===== config.mk =====
export PLATFORM = sky130hd
export DESIGN_NAME = read_resp_fifo
export DESIGN_NICKNAME = d
export VERILOG_FILES = /design/src/logic/hbm_pkg.sv /design/src/logic/read_resp_fifo.sv
export SDC_FILE = /design/constraint.sdc
export NUM_CORES = 1
export LEC_CHECK = 0
export ABC_AREA = 1
export BUFFER_PORTS_ARGS = -buffer_cell sky130_fd_sc_hd__buf_2
export CAP_MARGIN = 20
export CORE_MARGIN = 5
export CORE_UTILIZATION = 52
export DETAILED_ROUTE_END_ITERATION = 10
export GPL_TIMING_DRIVEN = 0
export HOLD_SLACK_MARGIN = 0.06
export PLACE_DENSITY = 0.76
export SLEW_MARGIN = 10
export SYNTH_ARGS = -nofsm -noshare
export SYNTH_HDL_FRONTEND = slang
export SYNTH_SLANG_ARGS = --single-unit

===== constraint.sdc =====
create_clock -name clk_i -period 1.7 [get_ports clk_i]
set_input_delay 0.085 -clock clk_i [delete_from_list [all_inputs] [get_ports clk_i]]
set_output_delay 0.085 -clock clk_i [all_outputs]
set_load 0.02 [all_outputs]

===== src/logic/hbm_pkg.sv =====
// hbm channel harness package: dram geometry, word types and address reorder
package hbm_pkg;

  // --------------------------------------------------------------------------
  // channel geometry
  // --------------------------------------------------------------------------
  localparam int BA_WIDTH          = 2;
  localparam int BG_WIDTH          = 2;
  localparam int ROW_WIDTH         = 4;
  localparam int COL_WIDTH         = 5;
  localparam int BYTE_OFFSET_WIDTH = 2;
  localparam int DATA_WIDTH        = 32;

  localparam int CH_ADDR_WIDTH   = BA_WIDTH + BG_WIDTH + ROW_WIDTH + COL_WIDTH
                                   + BYTE_OFFSET_WIDTH;
  localparam int WORD_ADDR_WIDTH = CH_ADDR_WIDTH - BYTE_OFFSET_WIDTH;
  localparam int NUM_WORDS       = 2 ** WORD_ADDR_WIDTH;

  // harness timing
  localparam int RESET_DEPTH     = 3;
  localparam int HOLD_CNT_WIDTH  = 2;
  localparam int READ_LATENCY    = 4;
  localparam int RESP_FIFO_DEPTH = 4;
  localparam int FIFO_PTR_WIDTH  = 2;
  localparam int CREDIT_WIDTH    = 3;

  typedef logic [CH_ADDR_WIDTH-1:0]   ch_addr_t;
  typedef logic [WORD_ADDR_WIDTH-1:0] word_addr_t;
  typedef logic [DATA_WIDTH-1:0]      dram_data_t;
  typedef logic [CREDIT_WIDTH-1:0]    credit_t;

  typedef enum logic [1:0] {
    ST_HOLD,
    ST_CLEAR,
    ST_READY
  } ctrl_state_e;

  // --------------------------------------------------------------------------
  // address reorder
  // --------------------------------------------------------------------------
  // cache side is ba-bg-ro-co-bo, the dram model wants ro-bg-ba-co-bo
  function automatic ch_addr_t to_dram_addr(ch_addr_t cache_addr);
    logic [BA_WIDTH-1:0]          ba;
    logic [BG_WIDTH-1:0]          bg;
    logic [ROW_WIDTH-1:0]         ro;
    logic [COL_WIDTH-1:0]         co;
    logic [BYTE_OFFSET_WIDTH-1:0] bo;
    {ba, bg, ro, co, bo} = cache_addr;
    return {ro, bg, ba, co, bo};
  endfunction

  // read-done address back to cache order
  function automatic ch_addr_t to_cache_addr(ch_addr_t dram_addr);
    logic [BA_WIDTH-1:0]          ba;
    logic [BG_WIDTH-1:0]          bg;
    logic [ROW_WIDTH-1:0]         ro;
    logic [COL_WIDTH-1:0]         co;
    logic [BYTE_OFFSET_WIDTH-1:0] bo;
    {ro, bg, ba, co, bo} = dram_addr;
    return {ba, bg, ro, co, bo};
  endfunction

endpackage


===== src/logic/read_resp_fifo.sv =====
// read response queue, returns each read-done address in cache order
`timescale 1ns/1ps

module read_resp_fifo (
  input  logic                clk_i,
  input  logic                rst_n_i,

  input  logic                rd_v_i,
  input  hbm_pkg::dram_data_t rd_data_i,
  input  hbm_pkg::ch_addr_t   rd_addr_i,

  output logic                resp_v_o,
  output hbm_pkg::dram_data_t resp_data_o,
  output hbm_pkg::ch_addr_t   resp_ch_addr_o,
  input  logic                resp_yumi_i
);

  import hbm_pkg::*;

  dram_data_t data_q [RESP_FIFO_DEPTH];
  ch_addr_t   addr_q [RESP_FIFO_DEPTH];

  logic [FIFO_PTR_WIDTH-1:0] wr_ptr_r;
  logic [FIFO_PTR_WIDTH-1:0] rd_ptr_r;
  credit_t                   count_r;

  logic push;
  logic pop;

  // no full check, the request side credits keep this from overflowing
  assign push = rd_v_i;
  assign pop  = resp_v_o & resp_yumi_i;

  always_ff @(posedge clk_i) begin
    if (push) begin
      data_q[wr_ptr_r] <= rd_data_i;
      addr_q[wr_ptr_r] <= to_cache_addr(rd_addr_i);
    end
  end

  always_ff @(posedge clk_i) begin
    if (!rst_n_i) begin
      wr_ptr_r <= '0;
      rd_ptr_r <= '0;
      count_r  <= '0;
    end else begin
      if (push) begin
        wr_ptr_r <= wr_ptr_r + 1'b1;
      end
      if (pop) begin
        rd_ptr_r <= rd_ptr_r + 1'b1;
      end
      count_r <= count_r + credit_t'(push) - credit_t'(pop);
    end
  end

  // head of queue
  assign resp_v_o       = (count_r != '0);
  assign resp_data_o    = data_q[rd_ptr_r];
  assign resp_ch_addr_o = addr_q[rd_ptr_r];

endmodule


[Word level (Yosys, flattened, before mapping)]
Memories as Yosys holds them, arrays and structs flattened. A register that Yosys moved wholly into a read port is not among the register bits.
Index checks and enable logic that the tools add are counted.
Word-level totals
  flip-flop bits (word level): 7
  RAM bits: 188
  input bits: 51
  output and inout bits: 48
  word-level logic and storage cells: 17
  memories kept: 2
Memory list
  data_q: words 4, width 32, rd ports 1, clocked after Yosys merged registers in 1, wr ports 1, line read_resp_fifo.sv:20  | dram_data_t data_q [RESP_FIFO_DEPTH];
  addr_q: words 4, width 15, rd ports 1, clocked after Yosys merged registers in 1, wr ports 1, line read_resp_fifo.sv:21  | ch_addr_t addr_q [RESP_FIFO_DEPTH];
Cells by class
  add/subtract/negate cells: 4
  muxes and demuxes: 6
  bitwise gates (word level): 1
  reduce and logical (&&, ||, !) cells: 1
Operators with widths (number)
  2-to-1 mux 2 bit: 4
  adder 2 x 1 -> 2 bit, second input constant: 2
  adder 3 x 1 -> 3 bit: 1
  nonzero test 3 bit: 1
  subtractor 3 x 1 -> 3 bit: 1
  2-to-1 mux 1 bit: 2
  bitwise AND 1 bit: 1

[Depth between registers and ports, before layout]
  depth after elaboration: 4
  gate-level depth with buffers: 9
  mapped depth without buffers: 9

[Worst setup path after synthesis]
No wires, ideal clock.
  path type: reg-to-reg
  start point: register wr_ptr_r[0]
  end point: memory addr_q[2][0] (netlist bit) (enable)
  setup time: 401 ps
  data arrival time: 1508 ps
  required time: 1299 ps
  path slack: -210 ps
  stages on the path, launching flop included: 5
  buffers on the path: 0
  period minus slack after synthesis: 1910 ps
  path through: dfxtp_1 > inv_1 > ha_1 > nand2_1 > inv_1
RTL lines
  from (decl): line read_resp_fifo.sv:23  | logic [FIFO_PTR_WIDTH-1:0] wr_ptr_r;
  from (signal assigned): line read_resp_fifo.sv:48  | wr_ptr_r <= wr_ptr_r + 1'b1;
  to (decl): line read_resp_fifo.sv:21
Straight into the memory's write port.

==> impl_metrics.prom <==
# TYPE chip_impl_metric gauge
chip_impl_info{name="r2r-start",value="count_r[1]"} 1
chip_impl_info{name="violated_checks",value="setup timing"} 1
chip_impl_metric{name="synth.net_count",unit=""} 573
chip_impl_metric{name="setup_slack_of_the_critical_path_after_layout",unit="ns"} -0.1077
chip_impl_metric{name="detail_route.drc_violations",unit=""} 0
chip_impl_metric{name="numCtsBuffers",unit=""} 17
chip_impl_metric{name="period_needed",unit="ns"} 1.808
chip_impl_metric{name="global_route.usage.met2",unit="%"} 36.27
chip_impl_metric{name="fmax",unit="GHz"} 0.5532
chip_impl_metric{name="buffer_ports.inserted",unit=""} 98
chip_impl_metric{name="globalRouteMet3Util",unit="%"} 5.695
chip_impl_metric{name="dr_vias_cell",unit=""} 5.643
chip_impl_metric{name="critPathBufInv",unit=""} 3
chip_impl_metric{name="cp.depth",unit=""} 5
chip_impl_metric{name="static-leakage-power",unit="nW"} 3.845
chip_impl_metric{name="fin_worst_hold_slack",unit="ns"} 0.4003
chip_impl_info{name="holdCritStartpoint",value="rd_data_i[1]"} 1
chip_impl_metric{name="synth_seq_area_share",unit="%"} 74.37
chip_impl_metric{name="route.detailed.wl_per_inst",unit="µm"} 21.38
chip_impl_metric{name="finish.utilization",unit="%"} 74.07
chip_impl_info{name="result_of_the_run",value="finished, violations left"} 1
chip_impl_info{name="setup.worst_path.class",value="reg -> out"} 1
chip_impl_metric{name="worst_ir_drop_vdd",unit="mV"} 0.9823
chip_impl_metric{name="critical_path_required",unit="ns"} 1.62
chip_impl_metric{name="worst-r2r-setup-slack",unit="ns"} -0.03
chip_impl_metric{name="syn-instance-count",unit=""} 515
chip_impl_metric{name="met1_usage",unit="%"} 25.33
chip_impl_metric{name="drive_gt1_share",unit="%"} 45.00
chip_impl_metric{name="synthToLayoutAreaGrowth",unit="%"} 38.46
chip_impl_metric{name="top_level_ports",unit=""} 99
chip_impl_info{name="worstSetupEndpoint",value="resp_data_o[18]"} 1
chip_impl_info{name="buffer_cell_driving_the_clock_tree_root",value="clkbuf_16"} 1
chip_impl_metric{name="netlist-cell-type-count",unit=""} 22
chip_impl_metric{name="synth_seq_cells",unit=""} 197
chip_impl_metric{name="mappedNetlistArea",unit="µm²"} 7834
chip_impl_info{name="worst_path_dominant_cell_family",value="buffers and inverters"} 1
chip_impl_metric{name="max-cap-violations",unit=""} 0
chip_impl_metric{name="clkTransAtPathRegs",unit="ns"} 0.06
chip_impl_info{name="critPathLaunchType",value="flip-flop"} 1
chip_impl_metric{name="finalHoldViolations",unit=""} 0
chip_impl_metric{name="route.vias.total",unit=""} 5107
chip_impl_metric{name="design.final.nets",unit=""} 766
chip_impl_metric{name="worst-slew-pin-transition",unit="ns"} 0.3779
chip_impl_info{name="flip_flop_cell_with_the_highest_count_after_synthesis",value="edfxtp_1"} 1
chip_impl_info{name="global_route.peak_usage_layer",value="met2"} 1
chip_impl_info{name="worstSetupEndpointType",value="output pin"} 1
chip_impl_metric{name="globalplace.congestion",unit=""} 0.7360
chip_impl_info{name="min_path_type",value="in -> reg"} 1
chip_impl_metric{name="number_of_h_tree_levels",unit=""} 4
chip_impl_metric{name="grt_max_degree",unit=""} 33
chip_impl_info{name="worst_r2r_endpoint",value="count_r[1]"} 1
chip_impl_metric{name="grtUsageTotal",unit="%"} 21.06
chip_impl_metric{name="initial_utilization",unit="%"} 53.49
chip_impl_info{name="synth_top_area_cell",value="edfxtp_1"} 1
chip_impl_metric{name="wirelength",unit="µm"} 19350
chip_impl_info{name="synth_common_cells",value="188 x edfxtp_1, 83 x o21ai_0, 72 x nor2_1"} 1
chip_impl_metric{name="antenna_found_initial",unit=""} 0
chip_impl_metric{name="slew_violations",unit=""} 0
chip_impl_info{name="grt_setup_unrepaired",value="yes"} 1
chip_impl_metric{name="synthesis.yosys.warnings",unit=""} 0
chip_impl_metric{name="worst_path_arrival_time",unit="ns"} 1.72
chip_impl_metric{name="dr.first_iter.drc_count",unit=""} 492
chip_impl_metric{name="fillerInstances",unit=""} 839
chip_impl_metric{name="floorplan.core_area",unit="µm²"} 14640
chip_impl_metric{name="syn_avg_cell_area",unit="µm²"} 15.21
chip_impl_metric{name="worst_r2r_path_depth",unit=""} 8
chip_impl_metric{name="first_pass_grt_wire_length",unit="µm"} 28140
chip_impl_metric{name="grt_pass1_vias",unit=""} 5198
chip_impl_metric{name="overflow",unit=""} 0
chip_impl_info{name="yosys.cell_count.top_type",value="edfxtp_1"} 1
chip_impl_metric{name="critPathMaxStageDelay",unit="ns"} 0.36
chip_impl_info{name="main_area_contributors_after_synthesis",value="edfxtp_1 72%, o21ai_0 5.3%, o22ai_2 4.3%"} 1
chip_impl_info{name="cts_tree",value="yes"} 1
chip_impl_metric{name="power_density",unit="nW/µm²"} 1376
chip_impl_metric{name="die_y",unit="µm"} 132.7
chip_impl_metric{name="hpwlAfterDp",unit="µm"} 10540
chip_impl_metric{name="die_width",unit="µm"} 132.7
chip_impl_info{name="worstPathCellList",value="buf_4, clkbuf_4, o21ai_0, o22ai_2, buf_6"} 1
chip_impl_metric{name="row_count",unit=""} 44
chip_impl_metric{name="router_iterations_before_antenna_repair",unit=""} 5
chip_impl_info{name="slowest_library_cell_on_the_worst_path",value="dfxtp_4"} 1
chip_impl_metric{name="finalClockSkew",unit="ns"} 0.007621
chip_impl_metric{name="synth_async_sr_flop_share",unit="%"} 0
chip_impl_metric{name="setup_viol",unit=""} 46
chip_impl_metric{name="max-slew-margin-rel",unit="%"} 74.75
chip_impl_metric{name="synth-edff-count",unit=""} 188
chip_impl_metric{name="drtAntennaViolNets",unit=""} 0
chip_impl_metric{name="worstSkewPairLatency",unit="ns"} 0.43
chip_impl_metric{name="synth.top_cell.area_share",unit="%"} 72.07
chip_impl_metric{name="cts.sink_count",unit=""} 197
chip_impl_metric{name="path_max_fanout",unit=""} 10
chip_impl_metric{name="clock_tree.buffer_depth",unit=""} 2
chip_impl_metric{name="post-route-period-util",unit="%"} 106.3
chip_impl_metric{name="die_area",unit="µm²"} 17620
-- timing repair --
action                                  in CTS  in global routing
buffers inserted                            12                  1
gates resized for setup                    123                167
hold endpoints to repair                   197                  0
pin swaps                                   12                 33
gates cloned                                 3                  6
endpoints found under the setup margin     176                 50
hold buffers                                51                  0
-- worst reg2reg max path, cell delays in order (launching register included) --
cell	delay, ns
dfxtp_4	0.36
nor2_4	0.12
a21boi_1	0.08
ha_1	0.28
inv_1	0.06
ha_2	0.18
fa_2	0.44
nand2_1	0.07
inv_1	0.04
-- layer usage --
layer	wire length [µm]	part of all wire, %
met2	10240	53
met5	0	0
met3	1165	6.0
met4	477	2.5
met1	7460	39
-- worst min path at each step --
stage,slack [ns],cells past startpoint,end
floorplan,0.18,2,count_r[1]
global placement,0.29,1,data_q[3][22]
detailed placement,0.30,1,data_q[3][21]
CTS,0.39,2,data_q[0][1]
global route,0.40,2,data_q[3][1]
finish,0.40,2,data_q[0][1]
-- kinds of logic (layout without fill, tap and decap cells) --
family	Yosys count	after routing	synth area share (%)
flip-flops	197	197	74.37
AO/OA/AOI/OAI	149	149	12.60
AND/OR/NAND/NOR	115	115	8.130
buffers and inverters	47	252	3.690
adder cells (fa/ha/maj)	7	7	1.214
other	0	1	0
-- power breakdown --
part           switching [W]  leakage [nW]  internal, W  total (W)
Sequential          0.000108          1.80      0.00559    0.00570
Combinational        0.00297          1.79      0.00250    0.00546
Clock                0.00163         0.254      0.00213    0.00376
Total                0.00470          3.85       0.0102     0.0149
-- metrics by stage --
stage	area (µm²)	setup WS (ns)	instances	total power, W	TNS [ns]
finish	10850	-0.1077	905	0.01492	-2.127
global route	10840	-0.1564	904	0.01546	-5.047
CTS	10270	-0.1541	899	0.01395	-3.978
detailed placement	8701	-0.3423	802	0.009373	-13.86
global placement	8578	-0.5963	797	0.009240	-108.30
floorplan	7858	0.005687	515	0.008156	0
-- layout by cell type (no fill, tap or decap), types with 2 or more instances in the layout --
master         count
buf_2             54
nor2_1            35
bufinv_16          2
ha_1               5
edfxtp_1         188
o21ai_0           29
o22ai_2           38
clkbuf_1           3
clkinv_2           2
buf_12             8
clkbuf_16         23
o21ai_2           19
a21oi_1            4
clkbuf_8           2
buf_4             25
inv_1              9
buf_6             41
buf_8              3
o21ai_1           46
clkbuf_4           3
nand2_1           10
clkbuf_2           2
clkinvlp_4         9
dfxtp_1            4
dfxtp_2            3
nor2_2            27
o22ai_4            2
dlygate4sd3_1     51
dfxtp_4            2
clkinv_1           3
inv_2              3
o22ai_1            7
buf_16             8
o21ai_4            2
nor2_4            37
nand2_2            4
-- state kept, by name, indices dropped and copies added (netlist names), named ones only --
register	flops
rd_ptr_r	2
addr_q	60
count_r	3
data_q	128
wr_ptr_r	2
-- cell type report --
class | instances | area, µm² | share of cell area, %
flip-flops and latches | 197 | 5837 | 53.81
clock inverters | 11 | 111.4 | 1.027
repair buffers | 174 | 1683 | 15.51
multi-input cells | 271 | 2064 | 19.03
diodes | 1 | 2.502 | 0.02307
well taps | 184 | 230.2 | 2.122
plain buffers | 29 | 382.9 | 3.530
repair inverters | 1 | 7.507 | 0.06921
inverters | 17 | 91.34 | 0.8421
clock buffers | 20 | 436.7 | 4.026
Note: power is estimated with default switching activity, not from simulation.
