--- config.mk ---
export PLATFORM = sky130hd
export DESIGN_NAME = dram_req_ctrl
export DESIGN_NICKNAME = d
export VERILOG_FILES = /design/src/logic/hbm_pkg.sv /design/src/logic/dram_req_ctrl.sv
export SDC_FILE = /design/constraint.sdc
export NUM_CORES = 1
export LEC_CHECK = 0
export ABC_AREA = 1
export CAP_MARGIN = 20
export CORE_ASPECT_RATIO = 0.6
export CORE_MARGIN = 3
export CORE_UTILIZATION = 37
export DETAILED_ROUTE_END_ITERATION = 10
export DONT_BUFFER_PORTS = 1
export GPL_ROUTABILITY_DRIVEN = 1
export GPL_TIMING_DRIVEN = 0
export PLACE_DENSITY = 0.53
export SLEW_MARGIN = 0
export SYNTH_ARGS = -nofsm -noshare
export SYNTH_HDL_FRONTEND = slang
export SYNTH_SLANG_ARGS = --single-unit
export TNS_END_PERCENT = 5
--- constraint.sdc ---
create_clock -name clk_i -period 1.9 [get_ports clk_i]
set_input_delay 0.19 -clock clk_i [delete_from_list [all_inputs] [get_ports clk_i]]
set_output_delay 0.19 -clock clk_i [all_outputs]
set_load 0.02 [all_outputs]
--- src/logic/hbm_pkg.sv ---
// hbm channel harness package: dram geometry, word types and address reorder
package hbm_pkg;

  // --------------------------------------------------------------------------
  // channel geometry
  // --------------------------------------------------------------------------
  localparam int BA_WIDTH          = 2;
  localparam int BG_WIDTH          = 2;
  localparam int ROW_WIDTH         = 4;
  localparam int COL_WIDTH         = 5;
  localparam int BYTE_OFFSET_WIDTH = 2;
  localparam int DATA_WIDTH        = 32;

  localparam int CH_ADDR_WIDTH   = BA_WIDTH + BG_WIDTH + ROW_WIDTH + COL_WIDTH
                                   + BYTE_OFFSET_WIDTH;
  localparam int WORD_ADDR_WIDTH = CH_ADDR_WIDTH - BYTE_OFFSET_WIDTH;
  localparam int NUM_WORDS       = 2 ** WORD_ADDR_WIDTH;

  // harness timing
  localparam int RESET_DEPTH     = 3;
  localparam int HOLD_CNT_WIDTH  = 2;
  localparam int READ_LATENCY    = 4;
  localparam int RESP_FIFO_DEPTH = 4;
  localparam int FIFO_PTR_WIDTH  = 2;
  localparam int CREDIT_WIDTH    = 3;

  typedef logic [CH_ADDR_WIDTH-1:0]   ch_addr_t;
  typedef logic [WORD_ADDR_WIDTH-1:0] word_addr_t;
  typedef logic [DATA_WIDTH-1:0]      dram_data_t;
  typedef logic [CREDIT_WIDTH-1:0]    credit_t;

  typedef enum logic [1:0] {
    ST_HOLD,
    ST_CLEAR,
    ST_READY
  } ctrl_state_e;

  // --------------------------------------------------------------------------
  // address reorder
  // --------------------------------------------------------------------------
  // cache side is ba-bg-ro-co-bo, the dram model wants ro-bg-ba-co-bo
  function automatic ch_addr_t to_dram_addr(ch_addr_t cache_addr);
    logic [BA_WIDTH-1:0]          ba;
    logic [BG_WIDTH-1:0]          bg;
    logic [ROW_WIDTH-1:0]         ro;
    logic [COL_WIDTH-1:0]         co;
    logic [BYTE_OFFSET_WIDTH-1:0] bo;
    {ba, bg, ro, co, bo} = cache_addr;
    return {ro, bg, ba, co, bo};
  endfunction

  // read-done address back to cache order
  function automatic ch_addr_t to_cache_addr(ch_addr_t dram_addr);
    logic [BA_WIDTH-1:0]          ba;
    logic [BG_WIDTH-1:0]          bg;
    logic [ROW_WIDTH-1:0]         ro;
    logic [COL_WIDTH-1:0]         co;
    logic [BYTE_OFFSET_WIDTH-1:0] bo;
    {ro, bg, ba, co, bo} = dram_addr;
    return {ba, bg, ro, co, bo};
  endfunction

endpackage

--- src/logic/dram_req_ctrl.sv ---
// request control: reset hold, memory clear, request acceptance and read credits
`timescale 1ns/1ps

module dram_req_ctrl (
  input  logic                clk_i,
  input  logic                rst_n_i,

  input  logic                req_v_i,
  input  logic                req_write_not_read_i,
  input  hbm_pkg::ch_addr_t   req_ch_addr_i,
  input  hbm_pkg::dram_data_t req_data_i,
  output logic                req_yumi_o,

  input  logic                resp_v_i,
  input  logic                resp_yumi_i,
  output logic                ready_o,

  output logic                cmd_v_o,
  output logic                cmd_we_o,
  output hbm_pkg::ch_addr_t   cmd_addr_o,
  output hbm_pkg::dram_data_t cmd_data_o
);

  import hbm_pkg::*;

  ctrl_state_e               state_r;
  logic [HOLD_CNT_WIDTH-1:0] hold_cnt_r;
  word_addr_t                clear_cnt_r;
  credit_t                   credit_r;

  logic clearing;
  logic credit_ok;
  logic rd_take;
  logic rd_give;

  assign ready_o  = (state_r == ST_READY);
  assign clearing = (state_r == ST_CLEAR);

  // one credit per read in flight or waiting in the response queue
  assign credit_ok  = (credit_r < credit_t'(RESP_FIFO_DEPTH));
  assign req_yumi_o = req_v_i & ready_o & credit_ok;

  assign rd_take = req_yumi_o & ~req_write_not_read_i;
  assign rd_give = resp_v_i & resp_yumi_i;

  // --------------------------------------------------------------------------
  // channel command
  // --------------------------------------------------------------------------
  always_comb begin
    if (clearing) begin
      // clear counter already indexes storage, so no reorder here
      cmd_v_o    = 1'b1;
      cmd_we_o   = 1'b1;
      cmd_addr_o = {clear_cnt_r, {BYTE_OFFSET_WIDTH{1'b0}}};
      cmd_data_o = '0;
    end else begin
      cmd_v_o    = req_yumi_o;
      cmd_we_o   = req_write_not_read_i;
      cmd_addr_o = to_dram_addr(req_ch_addr_i);
      cmd_data_o = req_data_i;
    end
  end

  // --------------------------------------------------------------------------
  // state machine
  // --------------------------------------------------------------------------
  always_ff @(posedge clk_i) begin
    if (!rst_n_i) begin
      state_r     <= ST_HOLD;
      hold_cnt_r  <= '0;
      clear_cnt_r <= '0;
    end else begin
      case (state_r)
        ST_HOLD: begin
          hold_cnt_r <= hold_cnt_r + 1'b1;
          if (hold_cnt_r == HOLD_CNT_WIDTH'(RESET_DEPTH - 1)) begin
            state_r <= ST_CLEAR;
          end
        end
        ST_CLEAR: begin
          // one zero word per cycle
          clear_cnt_r <= clear_cnt_r + 1'b1;
          if (clear_cnt_r == word_addr_t'(NUM_WORDS - 1)) begin
            state_r <= ST_READY;
          end
        end
        default: begin
          state_r <= ST_READY;
        end
      endcase
    end
  end

  // credit count
  always_ff @(posedge clk_i) begin
    if (!rst_n_i) begin
      credit_r <= '0;
    end else begin
      credit_r <= credit_r + credit_t'(rd_take) - credit_t'(rd_give);
    end
  end

endmodule

# --- Word level (Yosys, flattened, before mapping) ---
# Index checks and enable logic that the tools add are counted.
word_totals:
  regBits: 20
  output_inout_bits: 51
  wordCells: 29
  in_bits: 53
classes:
  order_cmp: 1
  n_mux: 7
  eq_ne: 6
  bitwise_logic: 5
  reduce_logical: 2
  addsub: 4
ops:
  columns: ["cell", "n"]
  rows:
  - ["$mux 32", 1]
  - ["$mux 15", 1]
  - ["$add 13x1->13 const B", 1]
  - ["$eq 13x13->1 const B", 1]
  - ["$and 1x1->1", 4]
  - ["$eq 2x2->1 const B", 2]
  - ["$mux 2", 2]
  - ["$pmux 2 s2", 1]
  - ["$add 3x1->3", 1]
  - ["$lt 3x3->1 const B", 1]
  - ["$sub 3x1->3", 1]
  - ["$add 2x1->2 const B", 1]
  - ["$eq 2x1->1 const B", 1]
  - ["$logic_not 2->1", 1]
  - ["$mux 1", 2]
  - ["$ne 2x1->1 const B", 1]
  - ["$ne 2x2->1 const B", 1]
  - ["$reduce_and 2->1", 1]
  - ["$not 1->1", 1]

# --- Depth between registers and ports, before layout ---
# Gate-level depths: netlist (run 1).
depth:
  word_depth: 6
  ltp_mapped: 13
  depth_no_buf: 13

# --- Worst setup path after synthesis (run 1) ---
# Ideal clock, no wire load.
synth_timing:
  kind: "register to register"
  start: "register state_r[1]"
  end: "register credit_r[2]"
  arrival_ps: 2243
  slack_ps: -463
  setup_ps: 121
  n_path_buf: 0
  t_required_ps: 1779
  synth_period_minus_slack_ps: 2363
  path_stages_with_launch: 14
  cell_sequence: "dfxtp_1 -> inv_1 -> nor2_1 -> nand3_1 -> inv_1 -> nand2_1 -> ha_1 -> inv_1 -> ha_1 -> inv_1 -> fa_1 -> xnor2_1 -> o21ai_0 -> a21oi_1"
synth_between:
  elab_chain_cells: 6
synth_rtl:
  columns: ["element", "line_no", "rtl"]
  rows:
  - ["start: declaration", "dram_req_ctrl.sv:26", "ctrl_state_e state_r;"]
  - ["start signal: assignment", "dram_req_ctrl.sv:69", "state_r <= ST_HOLD;"]
  - ["start signal: assignment", "dram_req_ctrl.sv:77", "state_r <= ST_CLEAR;"]
  - ["start signal: assignment", "dram_req_ctrl.sv:84", "state_r <= ST_READY;"]
  - ["$eq 2x2->1", "dram_req_ctrl.sv:36", "assign ready_o = (state_r == ST_READY);"]
  - ["named net ready_o", "dram_req_ctrl.sv:16", "output logic ready_o,"]
  - ["$and 1x1->1 (2 in series)", "dram_req_ctrl.sv:41", "assign req_yumi_o = req_v_i & ready_o & credit_ok;"]
  - ["named net req_yumi_o", "dram_req_ctrl.sv:12", "output logic req_yumi_o,"]
  - ["$and 1x1->1", "dram_req_ctrl.sv:43", "assign rd_take = req_yumi_o & ~req_write_not_read_i;"]
  - ["$add 3x1->3", "dram_req_ctrl.sv:99", "credit_r <= credit_r + credit_t'(rd_take) - credit_t'(rd_give);"]
  - ["$sub 3x1->3", "dram_req_ctrl.sv:99", null]
  - ["end signal: assignment", "dram_req_ctrl.sv:99", null]
  - ["end: declaration", "dram_req_ctrl.sv:29", "credit_t credit_r;"]
# The timed path passes the listed nets, and every way through them passes these cells.
# A chain may end at the register's enable or synchronous reset.

# --- Worst setup path in the final report (run 1) ---
# Ends and elaborated chain as after synthesis.

==> metrics.yaml, run 1 <==
placement:
  dpl_cell_area_sq_um: 1530
  gp_congestion: 0.760
  numPortBuffers: 0
  dp_hpwl_um: 2960
  place_ws_ns: -0.283
yosys:
  yosysMostFrequentCell: "inv_1"
  synth_cells: 256
  synth_seq_area_share_pct: 27.5
  syn_nets: 314
  syn_area_sq_um: 1450
  synthTopCellsByArea: "dfxtp_1 (28%), inv_1 (16%), nor2_1 (16%), nand2_1 (12%), o21ai_0 (5.2%)"
  async_reset_ff_share_pct: 0
  synth_commonest_cells: "inv_1 (63), nor2_1 (61), nand2_1 (48)"
  synth_top_area_share_pct: 27.5
  synth_top_area_cell: "dfxtp_1"
  synth_edf_count: 0
  ys_types: 24
  synth_ff_type: "dfxtp_1"
  syn_avg_cell_area_sq_um: 5.68
  ys_ff_latch: 20
  yosysWarnings: 0
floorplanning:
  start_util_pct: 41.5
  die_h_um: 54.6
  fp.dieW_um: 86.9
  num_rows: 16
  die-area_sq_um: 4740
  coreArea_sq_um: 3500
  pin_count: 104
finish:
  syn_to_final_growth_pct: 13.2
  antenna_cells: 0
  utilization_pct: 47.0
  multi_input_area_sq_um: 823
  drive_above_1_share_pct: 13.0
  num-fill-cells: 391
  fin_nets: 320
  final_area_sq_um: 1650
  register_area_sq_um: 403
critical_path:
  required_ns: 2.10
  rrSetupSlack_ns: -0.19
  critical_path_class: "reg2reg"
  critPathBufInv: 4
  crit_path_max_fanout: 2
  arrival_ns: 2.29
  start_kind: "register"
  path_cells: "inv_2, nor2_4, nand3_4, inv_6, nand2_4, ha_4, inv_4, ha_4, inv_2, fa_2, xnor2_2, o21ai_1, a21oi_1"
  cp_top_family: "adder cells"
  critPathMaxStageDelay_ns: 0.35
  critPathCaptureType: "register"
  slowest_stage: "fa_2"
global_routing:
  grt_pass1_vias: 1102
  grt_usage_pct: 14.8
  antenna_found_initial: 0
  grt_pass1_wl_um: 5390
  grt_max_degree: 12
  grt.overflow.total: 0
timing:
  skew_ns: 0.00159
  drv_slew: 0
  grt_setup_unrepaired: "yes"
  worst_pin_slew_ns: 0.681
  setup_viol: 2
  setup_ws_ns: -0.188
  finalSetupTns_ns: -0.226
  timing.final.crit_period_ns: 2.09
  final_hold_viol_count: 0
  period_share_pct: 110
  slew_headroom_pct: 54.1
  fmax_mhz: 479
clocking:
  cts.sinks: 20
  insertion_delay_ns: 0.26
  cts_tree: "yes"
  cts.path.max_buffers: 2
  htree_levels: 1
  cts.clk_slew.worst_paths_ns: 0.08
  cts-root-buf: "clkbuf_8"
  cts_buffers: 3
power:
  irDropWorstVdd_mv: 0.428
  total_power_mw: 1.73
  cellLeakagePower_nw: 0.833
  p_per_area_nw_per_um2: 1050
routing:
  drtPass1Iterations: 4
  via_count: 1406
  first_iter_violations: 59
  routedWlPerCell_um: 12.1
  drt-total-wl_um: 3720
  via_per_inst: 4.59
  postRouteAntennaNets: 0
  drc_errors: 0
worst_hold_path:
  hold_class: "in2reg"
status:
  violations: "setup timing"
  outcome: "finished with violations"
job:
  maxCapViolCount: 0
==> report_power, final <==
group,total (mW),internal (mW),switching (mW)
Clock,0.330,0.185,0.145
Sequential,0.518,0.478,0.0404
Combinational,0.880,0.199,0.681
Total,1.73,0.861,0.867
==> layout make-up <==
| type | instances | area share (%) |
|---|---|---|
| inverters | 64 | 15.1 |
| plain buffers | 9 | 3.19 |
| well taps | 45 | 3.42 |
| repair buffers | 1 | 0.456 |
| clock buffers | 4 | 3.35 |
| flip-flops and latches | 20 | 24.5 |
| multi-input cells | 163 | 50.0 |
==> cell families after synthesis <==
group	synth area share, %
AND/OR/NAND/NOR	37.2
adder cells (fa/ha/maj)	4.82
AO/OA/AOI/OAI	9.72
flip-flops	27.5
buffers and inverters	20.1
XOR/XNOR	0.603
==> flip-flops by register name, indices dropped and copies added (netlist names) <==
signal	flops
clear_cnt_r	13
credit_r	3
hold_cnt_r	2
state_r	2
==> worst paths after layout <==
| check | startpoint | to | cells after the start |
|---|---|---|---|
| setup / recovery | state_r[1]$_SDFFE_PN0P_ | credit_r[2]$_SDFF_PN0_ | 13 |
| hold / removal | rst_n_i | state_r[1]$_SDFFE_PN0P_ | 3 |
| setup reg to reg | state_r[1]$_SDFFE_PN0P_ | credit_r[2]$_SDFF_PN0_ | 13 |
| hold reg to reg | hold_cnt_r[0]$_SDFFE_PN0P_ | hold_cnt_r[0]$_SDFFE_PN0P_ | 2 |
==> placed cells by master (no fill, tap or decap), types with 2 or more instances in the layout <==
| cell type | netlist | routed |
|---|---|---|
| a21oi_1 | 9 | 9 |
| buf_2 | 6 | 6 |
| buf_4 | 1 | 2 |
| clkbuf_8 | 0 | 4 |
| dfxtp_1 | 20 | 18 |
| dfxtp_2 | 0 | 2 |
| ha_1 | 4 | 2 |
| ha_4 | 0 | 2 |
| inv_1 | 63 | 59 |
| inv_2 | 1 | 3 |
| nand2_1 | 48 | 47 |
| nand2_2 | 2 | 2 |
| nand3_1 | 9 | 8 |
| nor2_1 | 61 | 60 |
| nor2_4 | 2 | 3 |
| nor3_1 | 5 | 5 |
| o21ai_0 | 15 | 13 |
| o21ai_1 | 1 | 3 |
==> stage by stage <==
stage               std cells  hold slack, ns
detailed placement        301           0.483
CTS                       305           0.302
global placement          301           0.482
global route              306           0.328
floorplan                 256           0.450
finish                    306           0.301
==> worst register-to-register path: stages, from the launching register on <==
cell     delay [ns]
dfxtp_2        0.33
inv_2          0.05
nor2_4         0.21
nand3_4        0.13
inv_6          0.10
nand2_4        0.05
ha_4           0.21
inv_4          0.05
ha_4           0.12
inv_2          0.03
fa_2           0.35
xnor2_2        0.19
o21ai_1        0.08
a21oi_1        0.12
==> what timing repair did <==
action	4_1_cts	5_1_grt
resized for setup	11	4
hold buffers	0	0
setup buffers	0	1
setup endpoints to repair	2	3
pin swaps	7	7
==> layer usage <==
metal	part of all wire (%)	global-route usage [%]	routed length, um
met1	48	21.0	1800
met2	43	22.3	1610
met3	7.9	4.51	293
met4	0.35	2.33	13
met5	0	0	0
No activity file was read; power rests on OpenSTA's default activity.
==> inputs of run 2 (changes only) <==
--- a/config.mk
+++ b/config.mk
@@ -14,7 +14,7 @@
 export DONT_BUFFER_PORTS = 1
 export GPL_ROUTABILITY_DRIVEN = 1
 export GPL_TIMING_DRIVEN = 0
-export PLACE_DENSITY = 0.53
+export PLACE_DENSITY = 0.51
 export SLEW_MARGIN = 0
 export SYNTH_ARGS = -nofsm -noshare
 export SYNTH_HDL_FRONTEND = slang
==> constraint.sdc (replaced) <==
create_clock -name clk_i -period 2.3 [get_ports clk_i]
set_input_delay 0.23 -clock clk_i [delete_from_list [all_inputs] [get_ports clk_i]]
set_output_delay 0.23 -clock clk_i [all_outputs]
set_load 0.02 [all_outputs]
==> metrics.yaml, run 2 (synthesis gave the netlist of run 1 again) <==
worst_hold_path:
  whs_endpoint: "state_r[1]$_SDFFE_PN0P_"
  hold_class: "in2reg"
  worstHoldStart: "rst_n_i"
  whs_path_depth: 3
finish:
  antenna_cells: 0
  reg.largest.list: "clear_cnt_r: 13 flops, credit_r: 3 flops"
  fin_nets: 319
  final_cell_mix: "inv_1 (61), nor2_1 (60), nand2_1 (47)"
  drive_above_1_share_pct: 10.4
  syn_to_final_growth_pct: 9.21
  largest_reg_flops: 13
  num-fill-cells: 387
  regMostFlops: "clear_cnt_r"
  mostFrequentLayoutCell: "inv_1"
power:
  irDropWorstVdd_mv: 0.324
  total_power_mw: 1.37
  p_per_area_nw_per_um2: 861
  cellLeakagePower_nw: 0.816
routing:
  first_iter_violations: 65
  drtPass1Iterations: 4
  postRouteAntennaNets: 0
  routedWlPerCell_um: 12.2
  via_count: 1377
  drc_errors: 0
  drt-total-wl_um: 3700
  via_per_inst: 4.53
clocking:
  htree_levels: 1
  cts_setup_buffers: 0
  cts_tree: "yes"
  cts.clk_slew.worst_paths_ns: 0.07
  cts.sinks: 20
  insertion_delay_ns: 0.26
  cts_buffers: 3
  cts.path.max_buffers: 2
  cts-root-buf: "clkbuf_8"
critical_path:
  critPathLaunch: "state_r[1]$_SDFFE_PN0P_"
  critPathCaptureType: "register"
  critical_path_class: "reg2reg"
  rrSetupSlack_ns: 0.15
  path_cells: "inv_2, nor2_4, nand3_4, inv_4, nand2_2, ha_1, inv_1, ha_1, inv_1, fa_2, xnor2_2, o21ai_1, a21oi_1"
  crit_path_max_fanout: 2
  required_ns: 2.49
  rr_worst_depth: 13
  slowest_stage: "fa_2"
  critPathMaxStageDelay_ns: 0.37
  arrival_ns: 2.35
  start_kind: "register"
  r2r-end: "credit_r[2]$_SDFF_PN0_"
  rr_startpoint: "state_r[1]$_SDFFE_PN0P_"
global_routing:
  grt_pass1_wl_um: 5020
  antenna_found_initial: 0
  met1_usage_pct: 21.7
  use_met2_pct: 18.8
  grt.overflow.total: 0
  met3_usage_pct: 4.66
  grt_usage_pct: 14.1
  grt_max_degree: 11
  grt_busiest_layer: "met1"
  grt_pass1_vias: 1045
timing:
  final_hold_viol_count: 0
  fmax_mhz: 464
  setup_viol: 0
  period_share_pct: 93.7
  skew_ns: 0.00223
  drv_slew: 0
  setup_ws_ns: 0.146
  slew_headroom_pct: 49.9
  timing.final.crit_period_ns: 2.15
  worst_pin_slew_ns: 0.744
  hold_ws_ns: 0.325
  finalSetupTns_ns: 0
placement:
  numPortBuffers: 0
  dp_hpwl_um: 3000
  gp_congestion: 0.799
  place_ws_ns: -0.116
floorplanning:
  die-area_sq_um: 4740
  num_rows: 16
  pin_count: 104
  coreArea_sq_um: 3500
  start_util_pct: 41.5
  die_h_um: 54.6
  fp.dieW_um: 86.9
job:
  maxCapViolCount: 0
status:
  outcome: "complete, no violations"
[run 2: per-layer routing]
metal / share of wire, % / up-vias
met1: 50 / 559
met4: 0.16 / 0
met2: 39 / 63
met5: 0 / -
met3: 10 / 2
li1: - / 753
[run 2: how the worst max path moves through the flow]
stage,slack [ns],depth (start not counted),to
2_1_floorplan,0.06,13,credit_r[2]$_SDFF_PN0_
3_3_place_gp,-0.12,13,credit_r[2]$_SDFF_PN0_
3_5_place_dp,-0.12,13,credit_r[2]$_SDFF_PN0_
4_1_cts,0.01,13,credit_r[2]$_SDFF_PN0_
5_1_grt,-0.007,13,credit_r[2]$_SDFF_PN0_
6_report,0.15,13,credit_r[2]$_SDFF_PN0_
[run 2: through the flow]
step	utilization [%]	instance area (sq um)	cells
3_3_place_gp	43.2	1510	301
6_report	45.3	1590	304
4_1_cts	44.5	1560	304
2_1_floorplan	-	1460	256
5_1_grt	45.3	1590	304
3_5_place_dp	43.2	1510	301
[run 2: cell type report]
cell class	instances	area [sq um]	area share, %
Buffer	9	52.6	3.31
Clock buffer	3	41.3	2.60
Inverter	64	243	15.3
Multi-Input combinational cell	163	793	50.0
Sequential cell	20	402	25.3
Tap cell	45	56.3	3.55
[run 2: power by group]
| group | leakage [nW] | internal [mW] | switching, mW | total (mW) |
|---|---|---|---|---|
| combinational | 0.632 | 0.156 | 0.558 | 0.714 |
| clock | 0.0216 | 0.117 | 0.109 | 0.226 |
| sequential | 0.163 | 0.394 | 0.0345 | 0.428 |
[run 2: timing repair]
action | in CTS | in global routing
pin swaps | 0 | 4
setup endpoints to repair | 1 | 1
resized for setup | 2 | 9
hold buffers | 0 | 0
cloned | 0 | 0
[run 2: critical path, delay by kind of cell, from the launching register on]
family          cells  cell delay [ns]
compound gates      2             0.20
xor+xnor            1             0.20
buf+inv             4             0.25
simple gates        3             0.36
flops               1             0.33
fa+ha+maj           3             0.75
==> inputs of run 3 (changes only) <==
--- a/config.mk
+++ b/config.mk
@@ -7,13 +7,14 @@
 export LEC_CHECK = 0
 export ABC_AREA = 1
 export CAP_MARGIN = 20
-export CORE_ASPECT_RATIO = 0.6
+export CORE_ASPECT_RATIO = 1.2
 export CORE_MARGIN = 3
 export CORE_UTILIZATION = 37
 export DETAILED_ROUTE_END_ITERATION = 10
 export DONT_BUFFER_PORTS = 1
 export GPL_ROUTABILITY_DRIVEN = 1
 export GPL_TIMING_DRIVEN = 0
+export MAX_ROUTING_LAYER = met4
 export PLACE_DENSITY = 0.51
 export SLEW_MARGIN = 0
 export SYNTH_ARGS = -nofsm -noshare
==> metrics.yaml, run 3 (synthesis gave the netlist of run 1 again) <==
status:
  outcome: "complete, no violations"
finish:
  syn_to_final_growth_pct: 9.12
  multi_input_area_sq_um: 783
  largest_reg_flops: 13
  register_area_sq_um: 402
  regMostFlops: "clear_cnt_r"
  num-fill-cells: 420
  reg.largest.list: "clear_cnt_r: 13 flops, credit_r: 3 flops"
  final_cells: 311
  fin_nets: 319
  final_cell_mix: "inv_1 (61), nor2_1 (60), nand2_1 (48)"
  antenna_cells: 0
  mostFrequentLayoutCell: "inv_1"
  drive_above_1_share_pct: 10.0
critical_path:
  arrival_ns: 2.30
  crit_path_max_fanout: 2
  endpoint: "credit_r[2]$_SDFF_PN0_"
  cp_top_family: "adder cells"
  critPathLaunch: "state_r[1]$_SDFFE_PN0P_"
  start_kind: "register"
  path_cells: "inv_2, nor2_4, nand3_2, inv_4, nand2_1, ha_1, inv_1, ha_1, inv_1, fa_2, xnor2_2, o21ai_0, a21oi_1"
  critical_path_class: "reg2reg"
  cp.depth: 13
  rr_worst_depth: 13
  rr_startpoint: "state_r[1]$_SDFFE_PN0P_"
  required_ns: 2.45
  critPathMaxStageDelay_ns: 0.35
  rrSetupSlack_ns: 0.15
  critPathCaptureType: "register"
  r2r-end: "credit_r[2]$_SDFF_PN0_"
  critPathBufInv: 4
  slowest_stage: "fa_2"
placement:
  place_ws_ns: -0.127
  gp_congestion: 0.760
  placed_cells: 308
  dp_hpwl_um: 2960
  numPortBuffers: 0
power:
  switching_power_mw: 0.699
  total_power_mw: 1.36
  cellLeakagePower_nw: 0.815
  seqPwrFrac_pct: 31.4
  irDropWorstVdd_mv: 0.369
  swShare_pct: 51.3
  p_per_area_nw_per_um2: 859
  comb_power_share_pct: 51.8
  p_int_mw: 0.664
  clockPowerShare_pct: 16.8
global_routing:
  grt_max_degree: 11
  grt.overflow.total: 0
  grt_pass1_vias: 1192
  grt_usage_pct: 15.2
  antenna_found_initial: 0
  grt_pass1_wl_um: 5440
floorplanning:
  fp.dieW_um: 63.2
  num_rows: 24
  coreArea_sq_um: 3690
  start_util_pct: 39.4
  pin_count: 104
  die-area_sq_um: 4720
  die_h_um: 74.7
clocking:
  cts.sinks: 20
  ctsHoldBuffers: 0
  cts_setup_buffers: 0
  insertion_delay_ns: 0.25
  cts.clk_slew.worst_paths_ns: 0.07
  cts-root-buf: "clkbuf_8"
  cts.path.max_buffers: 2
  htree_levels: 1
  cts_buffers: 3
  cts_tree: "yes"
timing:
  drv_slew: 0
  skew_ns: 0.00407
  setup_ws_ns: 0.147
  final_hold_viol_count: 0
  grt_setup_unrepaired: "no"
  timing.final.crit_period_ns: 2.15
  worst_pin_slew_ns: 0.754
  fmax_mhz: 464
  period_share_pct: 93.6
  setup_viol: 0
  slew_headroom_pct: 49.2
routing:
  first_iter_violations: 45
  via_count: 1453
  via_per_inst: 4.67
  drt-total-wl_um: 3670
  postRouteAntennaNets: 0
  routedWlPerCell_um: 11.8
  drc_errors: 0
  drtPass1Iterations: 4
job:
  maxCapViolCount: 0
worst_hold_path:
  hold_class: "in2reg"
## run 3: cell counts in the layout (fill, tap and decap cells not counted)
Identical to the previous run, type by type.
## run 3: per-stage QoR
step	setup TNS [ns]	util, %	instance area [sq um]	hold WS, ns
final	0	43.0	1590	0.333
after global routing	0	43.0	1590	0.352
after CTS	0	42.4	1570	0.338
after detailed placement	-0.127	41.2	1520	0.469
after global placement	-0.0747	41.2	1520	0.463
after floorplan	0	-	1460	0.445
## run 3: layout make-up
type	count	share of cell area (%)
inverter	64	15.3
multi-input combinational	163	49.4
sequential	20	25.3
buffer	9	3.31
tap	52	4.10
clock buffer	3	2.60
## run 3: power groups by stage
stage	sequential (mW)	clock, mW	combinational [mW]
3_3_place_gp	0.430	0	0.701
4_1_cts	0.425	0.236	0.708
2_1_floorplan	0.424	0	0.601
6_report	0.428	0.228	0.707
5_1_grt	0.436	0.249	0.781
3_5_place_dp	0.431	0	0.703
## run 3: per-layer routing
metal / GRT usage (%) / routed length [um]
met1: 17.1 / 1560
met5: - / 0
met4: 5.04 / 43
met2: 27.3 / 1740
met3: 2.99 / 318
## run 3: worst min path at each step
stage                            from                          end  slack, ns  depth (start not counted)
2_1_floorplan  credit_r[2]$_SDFF_PN0_       credit_r[2]$_SDFF_PN0_       0.44                          2
3_3_place_gp   credit_r[2]$_SDFF_PN0_       credit_r[2]$_SDFF_PN0_       0.46                          2
3_5_place_dp   credit_r[2]$_SDFF_PN0_       credit_r[2]$_SDFF_PN0_       0.47                          2
4_1_cts                       rst_n_i  clear_cnt_r[6]$_SDFFE_PN0P_       0.34                          3
5_1_grt                       rst_n_i  clear_cnt_r[6]$_SDFFE_PN0P_       0.35                          3
6_report                      rst_n_i  clear_cnt_r[6]$_SDFFE_PN0P_       0.33                          3
## run 3: what timing repair did
item                                    CTS  global route
endpoints found under the setup margin    1             1
gates resized for setup                   2             6
pin swaps                                 0             2
## run 3: worst reg2reg max path, stage by stage (launching register included)
cell	delay [ns]
dfxtp_2	0.33
inv_2	0.05
nor2_4	0.18
nand3_2	0.14
inv_4	0.10
nand2_1	0.06
ha_1	0.26
inv_1	0.05
ha_1	0.13
inv_1	0.05
fa_2	0.35
xnor2_2	0.14
o21ai_0	0.15
a21oi_1	0.05
